## config.mk

```make
export PLATFORM = sky130hd
export DESIGN_NAME = lsu_top
export DESIGN_NICKNAME = d
export VERILOG_FILES = /design/src/source/lsu_pkg.sv /design/src/source/lsu_decode.sv /design/src/source/lsu_execute.sv /design/src/source/lsu_result.sv /design/src/source/lsu_top.sv
export SDC_FILE = /design/constraint.sdc
export NUM_CORES = 1
export LEC_CHECK = 0
export BUFFER_PORTS_ARGS = -buffer_cell sky130_fd_sc_hd__buf_4
export CAP_MARGIN = 20
export CORE_MARGIN = 8
export CORE_UTILIZATION = 33
export DETAILED_ROUTE_END_ITERATION = 10
export PLACE_DENSITY = 0.62
export SLEW_MARGIN = 5
export SYNTH_ARGS = -nofsm -noshare
export SYNTH_HDL_FRONTEND = slang
export SYNTH_HIERARCHICAL = 1
export SYNTH_SLANG_ARGS = --single-unit
```

## constraint.sdc

```tcl
create_clock -name clk -period 3.15 [get_ports clk]
set_input_delay 0.4725 -clock clk [delete_from_list [all_inputs] [get_ports clk]]
set_output_delay 0.4725 -clock clk [all_outputs]
set_load 0.05 [all_outputs]
```

## src/source/lsu_pkg.sv

```systemverilog
// Shared LSU types. Data and address are fixed at 32 bits, and AXI4-Lite prot is not used
package lsu_pkg;

    localparam int data_w = 32;                    // Data and address width

    localparam logic [1:0] axi_resp_okay = 2'd0;   // OKAY response code

    // Access size as it comes from the pipeline
    typedef enum logic [1:0] {
        size_byte = 2'd0,
        size_half = 2'd1,
        size_word = 2'd2,
        size_bad  = 2'd3                           // Reserved encoding, raises op_fault
    } lsu_size_e;

    typedef struct packed {
        logic              is_write;
        logic              is_unsigned;            // Zero-extend reads
        lsu_size_e         size;
        logic [data_w-1:0] addr;
        logic [data_w-1:0] wdata;                  // Write data, right aligned
    } lsu_req_t;

    typedef struct packed {
        logic              is_write;
        logic              is_unsigned;
        lsu_size_e         size;
        logic [data_w-1:0] addr;
        logic [data_w-1:0] lane_data;              // Write data moved to its byte lane
        logic [3:0]        strb;
        logic              op_fault;
        logic              addr_fault;
        logic              access_fault;
    } lsu_dec_t;

    typedef struct packed {
        logic [data_w-1:0] rdata;                  // Extended read data, 0 otherwise
        logic              op_fault;
        logic              addr_fault;
        logic              access_fault;
    } lsu_rsp_t;

    typedef struct packed {
        logic [data_w-1:0] addr;
        logic [2:0]        prot;
    } axi_aw_t;

    typedef struct packed {
        logic [data_w-1:0] addr;
        logic [2:0]        prot;
    } axi_ar_t;

    typedef struct packed {
        logic [data_w-1:0] data;
        logic [3:0]        strb;
    } axi_w_t;

    typedef struct packed {
        logic [1:0] resp;
    } axi_b_t;

    typedef struct packed {
        logic [data_w-1:0] data;
        logic [1:0]        resp;
    } axi_r_t;

endpackage

```

## src/source/lsu_decode.sv

```systemverilog
// Decode slot; req must hold while stalled, and the window must not wrap past 2^32
`timescale 1ns/1ns

module lsu_decode #(
    parameter logic [31:0] win_base = 32'h0000_0000,
    parameter logic [31:0] win_size = 32'h0001_0000
) (
    input  logic              clk,
    input  logic              arst_n,
    input  logic              req_valid,
    output logic              req_ready,
    input  lsu_pkg::lsu_req_t req,
    output logic              dec_valid,
    input  logic              dec_ready,
    output lsu_pkg::lsu_dec_t dec
);

    logic              run;                        // Opens the port one cycle after reset
    logic [2:0]        nbytes;
    logic [32:0]       range_end;
    logic [32:0]       win_end;
    logic              is_bad;
    logic              misaligned;
    logic              outside;
    lsu_pkg::lsu_dec_t dec_next;

    assign win_end   = {1'b0, win_base} + {1'b0, win_size};
    assign range_end = {1'b0, req.addr} + {30'b0, nbytes};  // One past the last byte

    assign is_bad     = (req.size == lsu_pkg::size_bad);
    assign misaligned = (req.size == lsu_pkg::size_half && req.addr[0]) ||
                        (req.size == lsu_pkg::size_word && req.addr[1:0] != 2'b00);
    assign outside    = (req.addr < win_base) || (range_end > win_end);

    always_comb begin
        nbytes = 3'd4;
        dec_next = '0;
        dec_next.is_write    = req.is_write;
        dec_next.is_unsigned = req.is_unsigned;
        dec_next.size        = req.size;
        dec_next.addr        = req.addr;
        dec_next.lane_data   = req.wdata << {req.addr[1:0], 3'b000};
        case (req.size)
            lsu_pkg::size_byte: begin
                nbytes        = 3'd1;
                dec_next.strb = 4'b0001 << req.addr[1:0];
            end
            lsu_pkg::size_half: begin
                nbytes        = 3'd2;
                dec_next.strb = 4'b0011 << req.addr[1:0];  // Misaligned case is faulted anyway
            end
            lsu_pkg::size_word: dec_next.strb = 4'b1111;
            default:            dec_next.strb = 4'b0000;
        endcase
        // A bad size reports nothing else
        dec_next.op_fault     = is_bad;
        dec_next.addr_fault   = !is_bad && misaligned;
        dec_next.access_fault = !is_bad && outside;
    end

    assign req_ready = run && (!dec_valid || dec_ready);

    always_ff @(posedge clk or negedge arst_n) begin
        if (!arst_n) begin
            run       <= 1'b0;
            dec_valid <= 1'b0;
        end else begin
            run <= 1'b1;
            if (req_ready) begin
                dec_valid <= req_valid;
            end
        end
    end

    always_ff @(posedge clk) begin
        if (req_valid && req_ready) begin
            dec <= dec_next;                       // Decoded payload
        end
    end

    // The slot keeps its request while execute is busy
    a_slot_hold: assert property (@(posedge clk) disable iff (!arst_n)
        dec_valid && !dec_ready |=> dec_valid && $stable(dec));

endmodule

```

## src/source/lsu_execute.sv

```systemverilog
// AXI4-Lite master with one transaction in flight; faulted requests never touch the bus
`timescale 1ns/1ns

module lsu_execute (
    input  logic              clk,
    input  logic              arst_n,
    input  logic              dec_valid,
    output logic              dec_ready,
    input  lsu_pkg::lsu_dec_t dec,
    output logic              ex_valid,
    input  logic              ex_ready,
    output lsu_pkg::lsu_dec_t ex_dec,
    output logic [31:0]       ex_rdata,
    output logic              ex_bus_err,
    output logic              awvalid,
    input  logic              awready,
    output lsu_pkg::axi_aw_t  aw,
    output logic              wvalid,
    input  logic              wready,
    output lsu_pkg::axi_w_t   w,
    input  logic              bvalid,
    output logic              bready,
    input  lsu_pkg::axi_b_t   b,
    output logic              arvalid,
    input  logic              arready,
    output lsu_pkg::axi_ar_t  ar,
    input  logic              rvalid,
    output logic              rready,
    input  lsu_pkg::axi_r_t   r
);

    typedef enum logic [2:0] {
        idle,
        write_addr_data,
        write_resp,
        read_addr,
        read_data,
        done
    } state_e;

    state_e state;
    logic   faulted;
    logic   aw_done;
    logic   w_done;

    assign faulted = dec.op_fault || dec.addr_fault || dec.access_fault;
    assign aw_done = !awvalid || awready;          // AW accepted now or earlier
    assign w_done  = !wvalid || wready;

    assign dec_ready = (state == idle);
    assign ex_valid  = (state == done);

    // Bus sees word addresses, lanes are selected by strb
    assign aw = '{addr: {ex_dec.addr[31:2], 2'b00}, prot: 3'b000};
    assign ar = '{addr: {ex_dec.addr[31:2], 2'b00}, prot: 3'b000};
    assign w  = '{data: ex_dec.lane_data, strb: ex_dec.strb};

    always_ff @(posedge clk or negedge arst_n) begin
        if (!arst_n) begin
            state   <= idle;
            awvalid <= 1'b0;
            wvalid  <= 1'b0;
            arvalid <= 1'b0;
            bready  <= 1'b0;
            rready  <= 1'b0;
        end else begin
            case (state)
                idle: begin
                    if (dec_valid) begin
                        if (faulted) begin
                            state <= done;         // Bypass the bus
                        end else if (dec.is_write) begin
                            awvalid <= 1'b1;
                            wvalid  <= 1'b1;
                            state   <= write_addr_data;
                        end else begin
                            arvalid <= 1'b1;
                            state   <= read_addr;
                        end
                    end
                end
                write_addr_data: begin
                    if (awready) awvalid <= 1'b0;
                    if (wready) wvalid <= 1'b0;
                    if (aw_done && w_done) begin
                        bready <= 1'b1;
                        state  <= write_resp;
                    end
                end
                write_resp: begin
                    if (bvalid) begin
                        bready <= 1'b0;
                        state  <= done;
                    end
                end
                read_addr: begin
                    if (arready) begin
                        arvalid <= 1'b0;
                        rready  <= 1'b1;
                        state   <= read_data;
                    end
                end
                read_data: begin
                    if (rvalid) begin
                        rready <= 1'b0;
                        state  <= done;
                    end
                end
                default: begin
                    if (ex_ready) state <= idle;   // Held here under back-pressure
                end
            endcase
        end
    end

    always_ff @(posedge clk) begin
        if (state == idle && dec_valid) begin
            ex_dec     <= dec;
            ex_rdata   <= '0;
            ex_bus_err <= 1'b0;
        end
        if (bvalid && bready) begin
            ex_bus_err <= (b.resp != lsu_pkg::axi_resp_okay);
        end
        if (rvalid && rready) begin
            ex_rdata   <= r.data;
            ex_bus_err <= (r.resp != lsu_pkg::axi_resp_okay);
        end
    end

    a_aw_hold: assert property (@(posedge clk) disable iff (!arst_n)
        awvalid && !awready |=> awvalid);
    a_ar_hold: assert property (@(posedge clk) disable iff (!arst_n)
        arvalid && !arready |=> arvalid);
    a_one_channel: assert property (@(posedge clk) disable iff (!arst_n)
        !(awvalid && arvalid));

endmodule

```

## src/source/lsu_result.sv

```systemverilog
// Response register; rdata is zero for writes and any fault, bus errors map to access_fault
`timescale 1ns/1ns

module lsu_result (
    input  logic              clk,
    input  logic              arst_n,
    input  logic              ex_valid,
    output logic              ex_ready,
    input  lsu_pkg::lsu_dec_t ex_dec,
    input  logic [31:0]       ex_rdata,
    input  logic              ex_bus_err,
    output logic              rsp_valid,
    input  logic              rsp_ready,
    output lsu_pkg::lsu_rsp_t rsp
);

    logic [31:0]       shifted;
    logic [31:0]       extended;
    lsu_pkg::lsu_rsp_t rsp_next;

    assign shifted = ex_rdata >> {ex_dec.addr[1:0], 3'b000};  // Lane down to bit 0

    always_comb begin
        case (ex_dec.size)
            lsu_pkg::size_byte: begin
                extended = ex_dec.is_unsigned ? {24'b0, shifted[7:0]}
                                              : {{24{shifted[7]}}, shifted[7:0]};
            end
            lsu_pkg::size_half: begin
                extended = ex_dec.is_unsigned ? {16'b0, shifted[15:0]}
                                              : {{16{shifted[15]}}, shifted[15:0]};
            end
            default: extended = ex_rdata;          // Word passes through
        endcase
    end

    always_comb begin
        rsp_next.op_fault     = ex_dec.op_fault;
        rsp_next.addr_fault   = ex_dec.addr_fault;
        rsp_next.access_fault = ex_dec.access_fault || ex_bus_err;
        if (ex_dec.is_write || rsp_next.op_fault || rsp_next.addr_fault ||
            rsp_next.access_fault) begin
            rsp_next.rdata = '0;
        end else begin
            rsp_next.rdata = extended;
        end
    end

    assign ex_ready = !rsp_valid || rsp_ready;

    always_ff @(posedge clk or negedge arst_n) begin
        if (!arst_n) begin
            rsp_valid <= 1'b0;
        end else if (ex_ready) begin
            rsp_valid <= ex_valid;
        end
    end

    always_ff @(posedge clk) begin
        if (ex_valid && ex_ready) begin
            rsp <= rsp_next;
        end
    end

    a_rsp_stable: assert property (@(posedge clk) disable iff (!arst_n)
        rsp_valid && !rsp_ready |=> rsp_valid && $stable(rsp));

endmodule

```

## src/source/lsu_top.sv

```systemverilog
// LSU top; window set by win_base and win_size, one AXI4-Lite transaction at a time
`timescale 1ns/1ns

module lsu_top #(
    parameter logic [31:0] win_base = 32'h0000_0000,
    parameter logic [31:0] win_size = 32'h0001_0000
) (
    input  logic              clk,
    input  logic              arst_n,
    input  logic              req_valid,
    output logic              req_ready,
    input  lsu_pkg::lsu_req_t req,
    output logic              rsp_valid,
    input  logic              rsp_ready,
    output lsu_pkg::lsu_rsp_t rsp,
    output logic              awvalid,
    input  logic              awready,
    output lsu_pkg::axi_aw_t  aw,
    output logic              wvalid,
    input  logic              wready,
    output lsu_pkg::axi_w_t   w,
    input  logic              bvalid,
    output logic              bready,
    input  lsu_pkg::axi_b_t   b,
    output logic              arvalid,
    input  logic              arready,
    output lsu_pkg::axi_ar_t  ar,
    input  logic              rvalid,
    output logic              rready,
    input  lsu_pkg::axi_r_t   r
);

    logic              dec_valid;
    logic              dec_ready;
    lsu_pkg::lsu_dec_t dec;
    logic              ex_valid;
    logic              ex_ready;
    lsu_pkg::lsu_dec_t ex_dec;
    logic [31:0]       ex_rdata;
    logic              ex_bus_err;

    lsu_decode #(
        .win_base (win_base),
        .win_size (win_size)
    ) lsu_decode_inst (
        .clk, .arst_n,
        .req_valid, .req_ready, .req,
        .dec_valid, .dec_ready, .dec
    );

    lsu_execute lsu_execute_inst (
        .clk, .arst_n,
        .dec_valid, .dec_ready, .dec,
        .ex_valid, .ex_ready, .ex_dec, .ex_rdata, .ex_bus_err,
        .awvalid, .awready, .aw,
        .wvalid, .wready, .w,
        .bvalid, .bready, .b,
        .arvalid, .arready, .ar,
        .rvalid, .rready, .r
    );

    lsu_result lsu_result_inst (
        .clk, .arst_n,
        .ex_valid, .ex_ready, .ex_dec, .ex_rdata, .ex_bus_err,
        .rsp_valid, .rsp_ready, .rsp
    );

endmodule

```

======== Word level (Yosys, flattened, before mapping) ========
Index checks and enable logic that the tools add are counted.
storage, ports and cells
  register bits ........................... 229
cells by class
  $add $sub $neg .......................... 1
  $lt $le $gt $ge ......................... 2
  equality and inequality tests ........... 19
  shift-type cells ........................ 4
  muxes and demuxes ....................... 37
  reductions and logical operators ........ 47
operators by type and width
  cell                                                              count
  two-way mux 32 bit                                                4
  one-hot mux 32 bit (2 select lines)                               1
  adder 32 x 3 -> 33 bit                                            1
  greater-than comparator 33 x 17 -> 1 bit (second input constant)  1
  < comparator 32 x 1 -> 1 bit (second input constant)              1
  << shifter 32 x 5 -> 32 bit                                       1
  right shift 32 x 5 -> 16 bit                                      1
  two-way mux 3 bit                                                 7
  two-way mux 1 bit                                                 16
  inequality test 2 bit (second input constant)                     8
  nonzero test 2 bit                                                8
  one-hot mux 3 bit (5 select lines)                                1
  AND reduction 5 bit                                               3
  logical OR 1 bit                                                  12
  one-hot mux 4 bit (3 select lines)                                1
  logical AND 1 bit                                                 11
  one-hot mux 1 bit (2 select lines)                                5
  equality test 3 x 2 -> 1 bit (second input constant)              2
  equality test 3 bit (second input constant)                       2
  one-hot mux 3 bit (2 select lines)                                1
  AND reduction 3 bit                                               2
  AND reduction 6 bit                                               1
  nonzero test 6 bit                                                1
  logical NOT 1 bit                                                 5
  10 further kinds                                                  14

======== Longest topological paths before layout ========
  depth after elaboration ................. 6
  depth in mapped cells ................... 10
  gate-level depth less buffers ........... 10

======== Modules after synthesis ========
The synthesis kept the hierarchy.
modules (own cells, without submodules)
  module       instances  cells each  area an instance (um2)  seq. area each (um2)
  lsu_execute  1          319         4,823.4                 3,443.3
  lsu_decode   1          317         3,801.1                 2,302.2
  lsu_result   1          153         1,833.0                 1,076.0

======== Least setup slack after synthesis ========
No wires, ideal clock.
  path kind ............................... reg2reg
  from .................................... register lsu_execute_inst.state[0]
  to ...................................... register, netlist name lsu_decode_inst/dec[0]
  setup time .............................. 0.442 ns
  arrival ................................. 3.039 ns
  setup slack ............................. -0.331 ns
  stages on the path, launching flop included .. 6
  cells stage by stage .................... dfrtp_1 buf_4 nor3_2 o21ai_0 inv_1 and2_1
on the way
  cells in the longest elaborated chain, start to end .. 4
ends and longest elaborated chain
  item                    RTL line           RTL
  start, declared         lsu_execute.sv:41  state_e state;
  start signal, assigned  lsu_execute.sv:60  state <= idle;
  start signal, assigned  lsu_execute.sv:71  state <= done;
  start signal, assigned  lsu_execute.sv:75  state <= write_addr_data;
  logical NOT 3 bit       lsu_execute.sv:50  assign dec_ready = (state == idle);
  net dec_ready           lsu_top.sv:34      logic dec_ready;
  logical OR 1 bit        lsu_decode.sv:61   assign req_ready = run && (!dec_valid || dec_ready);
  logical AND 1 bit       lsu_decode.sv:61
  net req_ready           lsu_top.sv:11      output logic req_ready,
  logical AND 1 bit       lsu_decode.sv:76   if (req_valid && req_ready) begin
The timed path passes the listed nets, and every way through them passes these cells.
A chain may end at the register's enable or synchronous reset.

==> results_dict.tcl <==
set metrics [dict create \
    post-place-ws_ns -0.308 \
    whs_endpoint "lsu_decode_inst/dec[74]" \
    rr_endpoint "lsu_decode_inst/dec[42]" \
    m1WireLength_mm 10.6 \
    fmax_mhz 344 \
    ant_nets 0 \
    slowest_stage "a2111oi_0" \
    arrival_ns 3.17 \
    worst_ep_required_time_ns 3.42 \
    min_path_type "input pin to register" \
    overflow 0 \
    worst_slack_ns 0.244 \
    path_buf_inv 1 \
    drv_slew 0 \
    syn-mean-instance-area_um2 13.5 \
    critPathMaxFanout 2 \
    placed_area_um2 12100 \
    routabilityCongestion 0.889 \
    dpl.hpwl_mm 19.0 \
    post_drt_wl_per_cell_um 18.9 \
    pin_count 261 \
    setup_tns_ns 0 \
    crit_type "input pin to register" \
    tritoncts "yes" \
    dieArea_um2 36900 \
    syn-cell-area_um2 10200 \
    yosysWarnings 6 \
    rows 64 \
    port_buffers 250 \
    cts_buffer_depth 3 \
    dr_wl_met2_mm 12.7 \
    fin_util_pct 42.1 \
    fin_skew_ns 0.0130 \
    grt_antenna_before_repair 1 \
    htreeDepth 1 \
    crit_chain "buf_4, ha_1, fa_1, nor4bb_1, nand3_1, a2111oi_0, o211ai_1, nor4bb_1, a211oi_1, o41a_1" \
    worstHoldStart "req[67]" \
    start_util_pct 33.5 \
    clk_latency_ns 0.52 \
    cts_buffers 26 \
    vias_per_cell 4.87 \
    grtUsageTotal_pct 13.3 \
    end_kind "register" \
    place_inst 1320 \
    reg2reg_from "lsu_execute_inst/state[1]" \
    cts_post_setup_buffers_inserted 0 \
    die_w_um 192 \
    wl_mm 25.9 \
    dr.pass1.iters 5 \
    setup_violations 0 \
    cts_root_buf "clkbuf_16" \
    nets 1070 \
    vdd_drop_max_mv 0.395 \
    outcome "completed" \
    reg2reg_slack_ns 0.87 \
    min_path_cells 1 \
    drc_errors 0 \
    hold_violations 0 \
    cpMostUsedCell "nor4bb_1" \
    worstRegToRegCells 5 \
    relSlewSlack_pct 41.2 \
    path_delay_family "compound AO/OA/AOI/OAI gates" \
    vias 6663 \
    drt_iter0_markers 435 \
    cts_sinks 229 \
    grt_first_pass_wirelength_mm 39.0 \
    drive_gt1_share_pct 33.9 \
    diodes 0 \
    final_cells 1367 \
    grt_max_degree 41 \
    p_per_area_nw_per_um2 808 \
    max_stage_delay_ns 0.49 \
    worst_pin_slew_ns 0.882 \
    finalInstanceArea_um2 12900 \
    max_cap_viol_count 0 \
    start_kind "input pin" \
    die_h_um 192 \
    worstSetupPathDepth 10 \
    grt_pass1_vias 6882 \
    wl_met3_mm 1.95 \
    fin_crit_ns 2.91 \
    clk_pin_slew_ns 0.06 \
    highest_layer "met5" \
    rsz0062_at_grt "false" \
    period_share_pct 92.3 \
    power_leakage_nw 5.02 \
    syn_inst 759 \
    areaGrowthSynthToFinish_pct 25.9 \
    coreArea_um2 30600 \
]
[per-stage QoR]
stage                     hold WS [ns]  total power [mW]
after floorplan                  0.177              6.73
after global placement           0.319              7.58
after detailed placement         0.323              7.61
after CTS                        0.103              10.5
after global routing             0.109              10.9
final                            0.131              10.4
[metal layers]
layer	up-vias	GRT usage, %
li1	3175	-
met1	3193	16.3
met2	250	22.9
met3	43	3.45
met4	2	3.97
met5	-	0
[area by class of cell]
class	instances	area, µm²
well taps	396	495
repair buffers	270	2070
clock inverters	13	115
fillers	2884	17700
multi-input cells	411	2630
flip-flops and latches	229	6820
inverters	15	57.6
clock buffers	33	698
[registers in the layout, indices dropped and copies added (netlist names), 3 cells and up]
name	flops
lsu_decode_inst/dec	75
lsu_execute_inst/ex_dec	45
lsu_result_inst/rsp	35
lsu_execute_inst/ex_rdata	32
lsu_execute_inst/ar	30
lsu_execute_inst/state	3
[worst register-to-register path, delay by kind of cell, from the launching register on]
kind / cells / cell delay [ns]
AND/OR/NAND/NOR: 2 / 0.78
flip-flops: 1 / 0.57
buffers and inverters: 2 / 0.45
AO/OA/AOI/OAI: 1 / 0.15
[report_power, final]
| group | internal (mW) | leakage (nW) | switching [mW] |
|---|---|---|---|
| clock network | 1.72 | 0.403 | 1.16 |
| registers | 4.14 | 2.18 | 0.397 |
| logic | 0.862 | 2.44 | 2.12 |
[cells in the final DEF (no fill, tap or decap), drive strengths merged, types with 3 or more instances in the layout]
master and instances:
nor4 7, conb 11, and3 35, buf 269
a211oi 12, o211ai 3, a21o 5, nand2 51
mux2 5, o2bb2ai 9, edfxtp 218, nand3 14
o221a 7, inv 14, mux2i 27, nor3b 7
clkinv 11, a21oi 50, a31oi 4, o21ai 18
and2 10, nor3 10, nor2b 15, ha 3
dfrtp 11, clkbuf 33, o31ai 3, a22oi 10
nor2 40, nand2b 8, nand4 12
[repair_timing]
item	in CTS	in global routing
resized for setup	0	0
hold buffers	1	0
hold endpoints to repair	11	0
[how the worst max path moves through the flow]
stage	endpoint	startpoint	slack (ns)
after detailed placement	lsu_decode_inst/dec[0]	req[32]	-0.31
after floorplan	lsu_decode_inst/dec[0]	req[65]	0.12
final	lsu_decode_inst/dec[0]	req[32]	0.24
after global routing	lsu_decode_inst/dec[0]	req[65]	0.09
after CTS	lsu_decode_inst/dec[0]	req[32]	0.26
after global placement	lsu_decode_inst/dec[0]	req[32]	-0.12
Note: power is estimated with default switching activity, not from simulation.
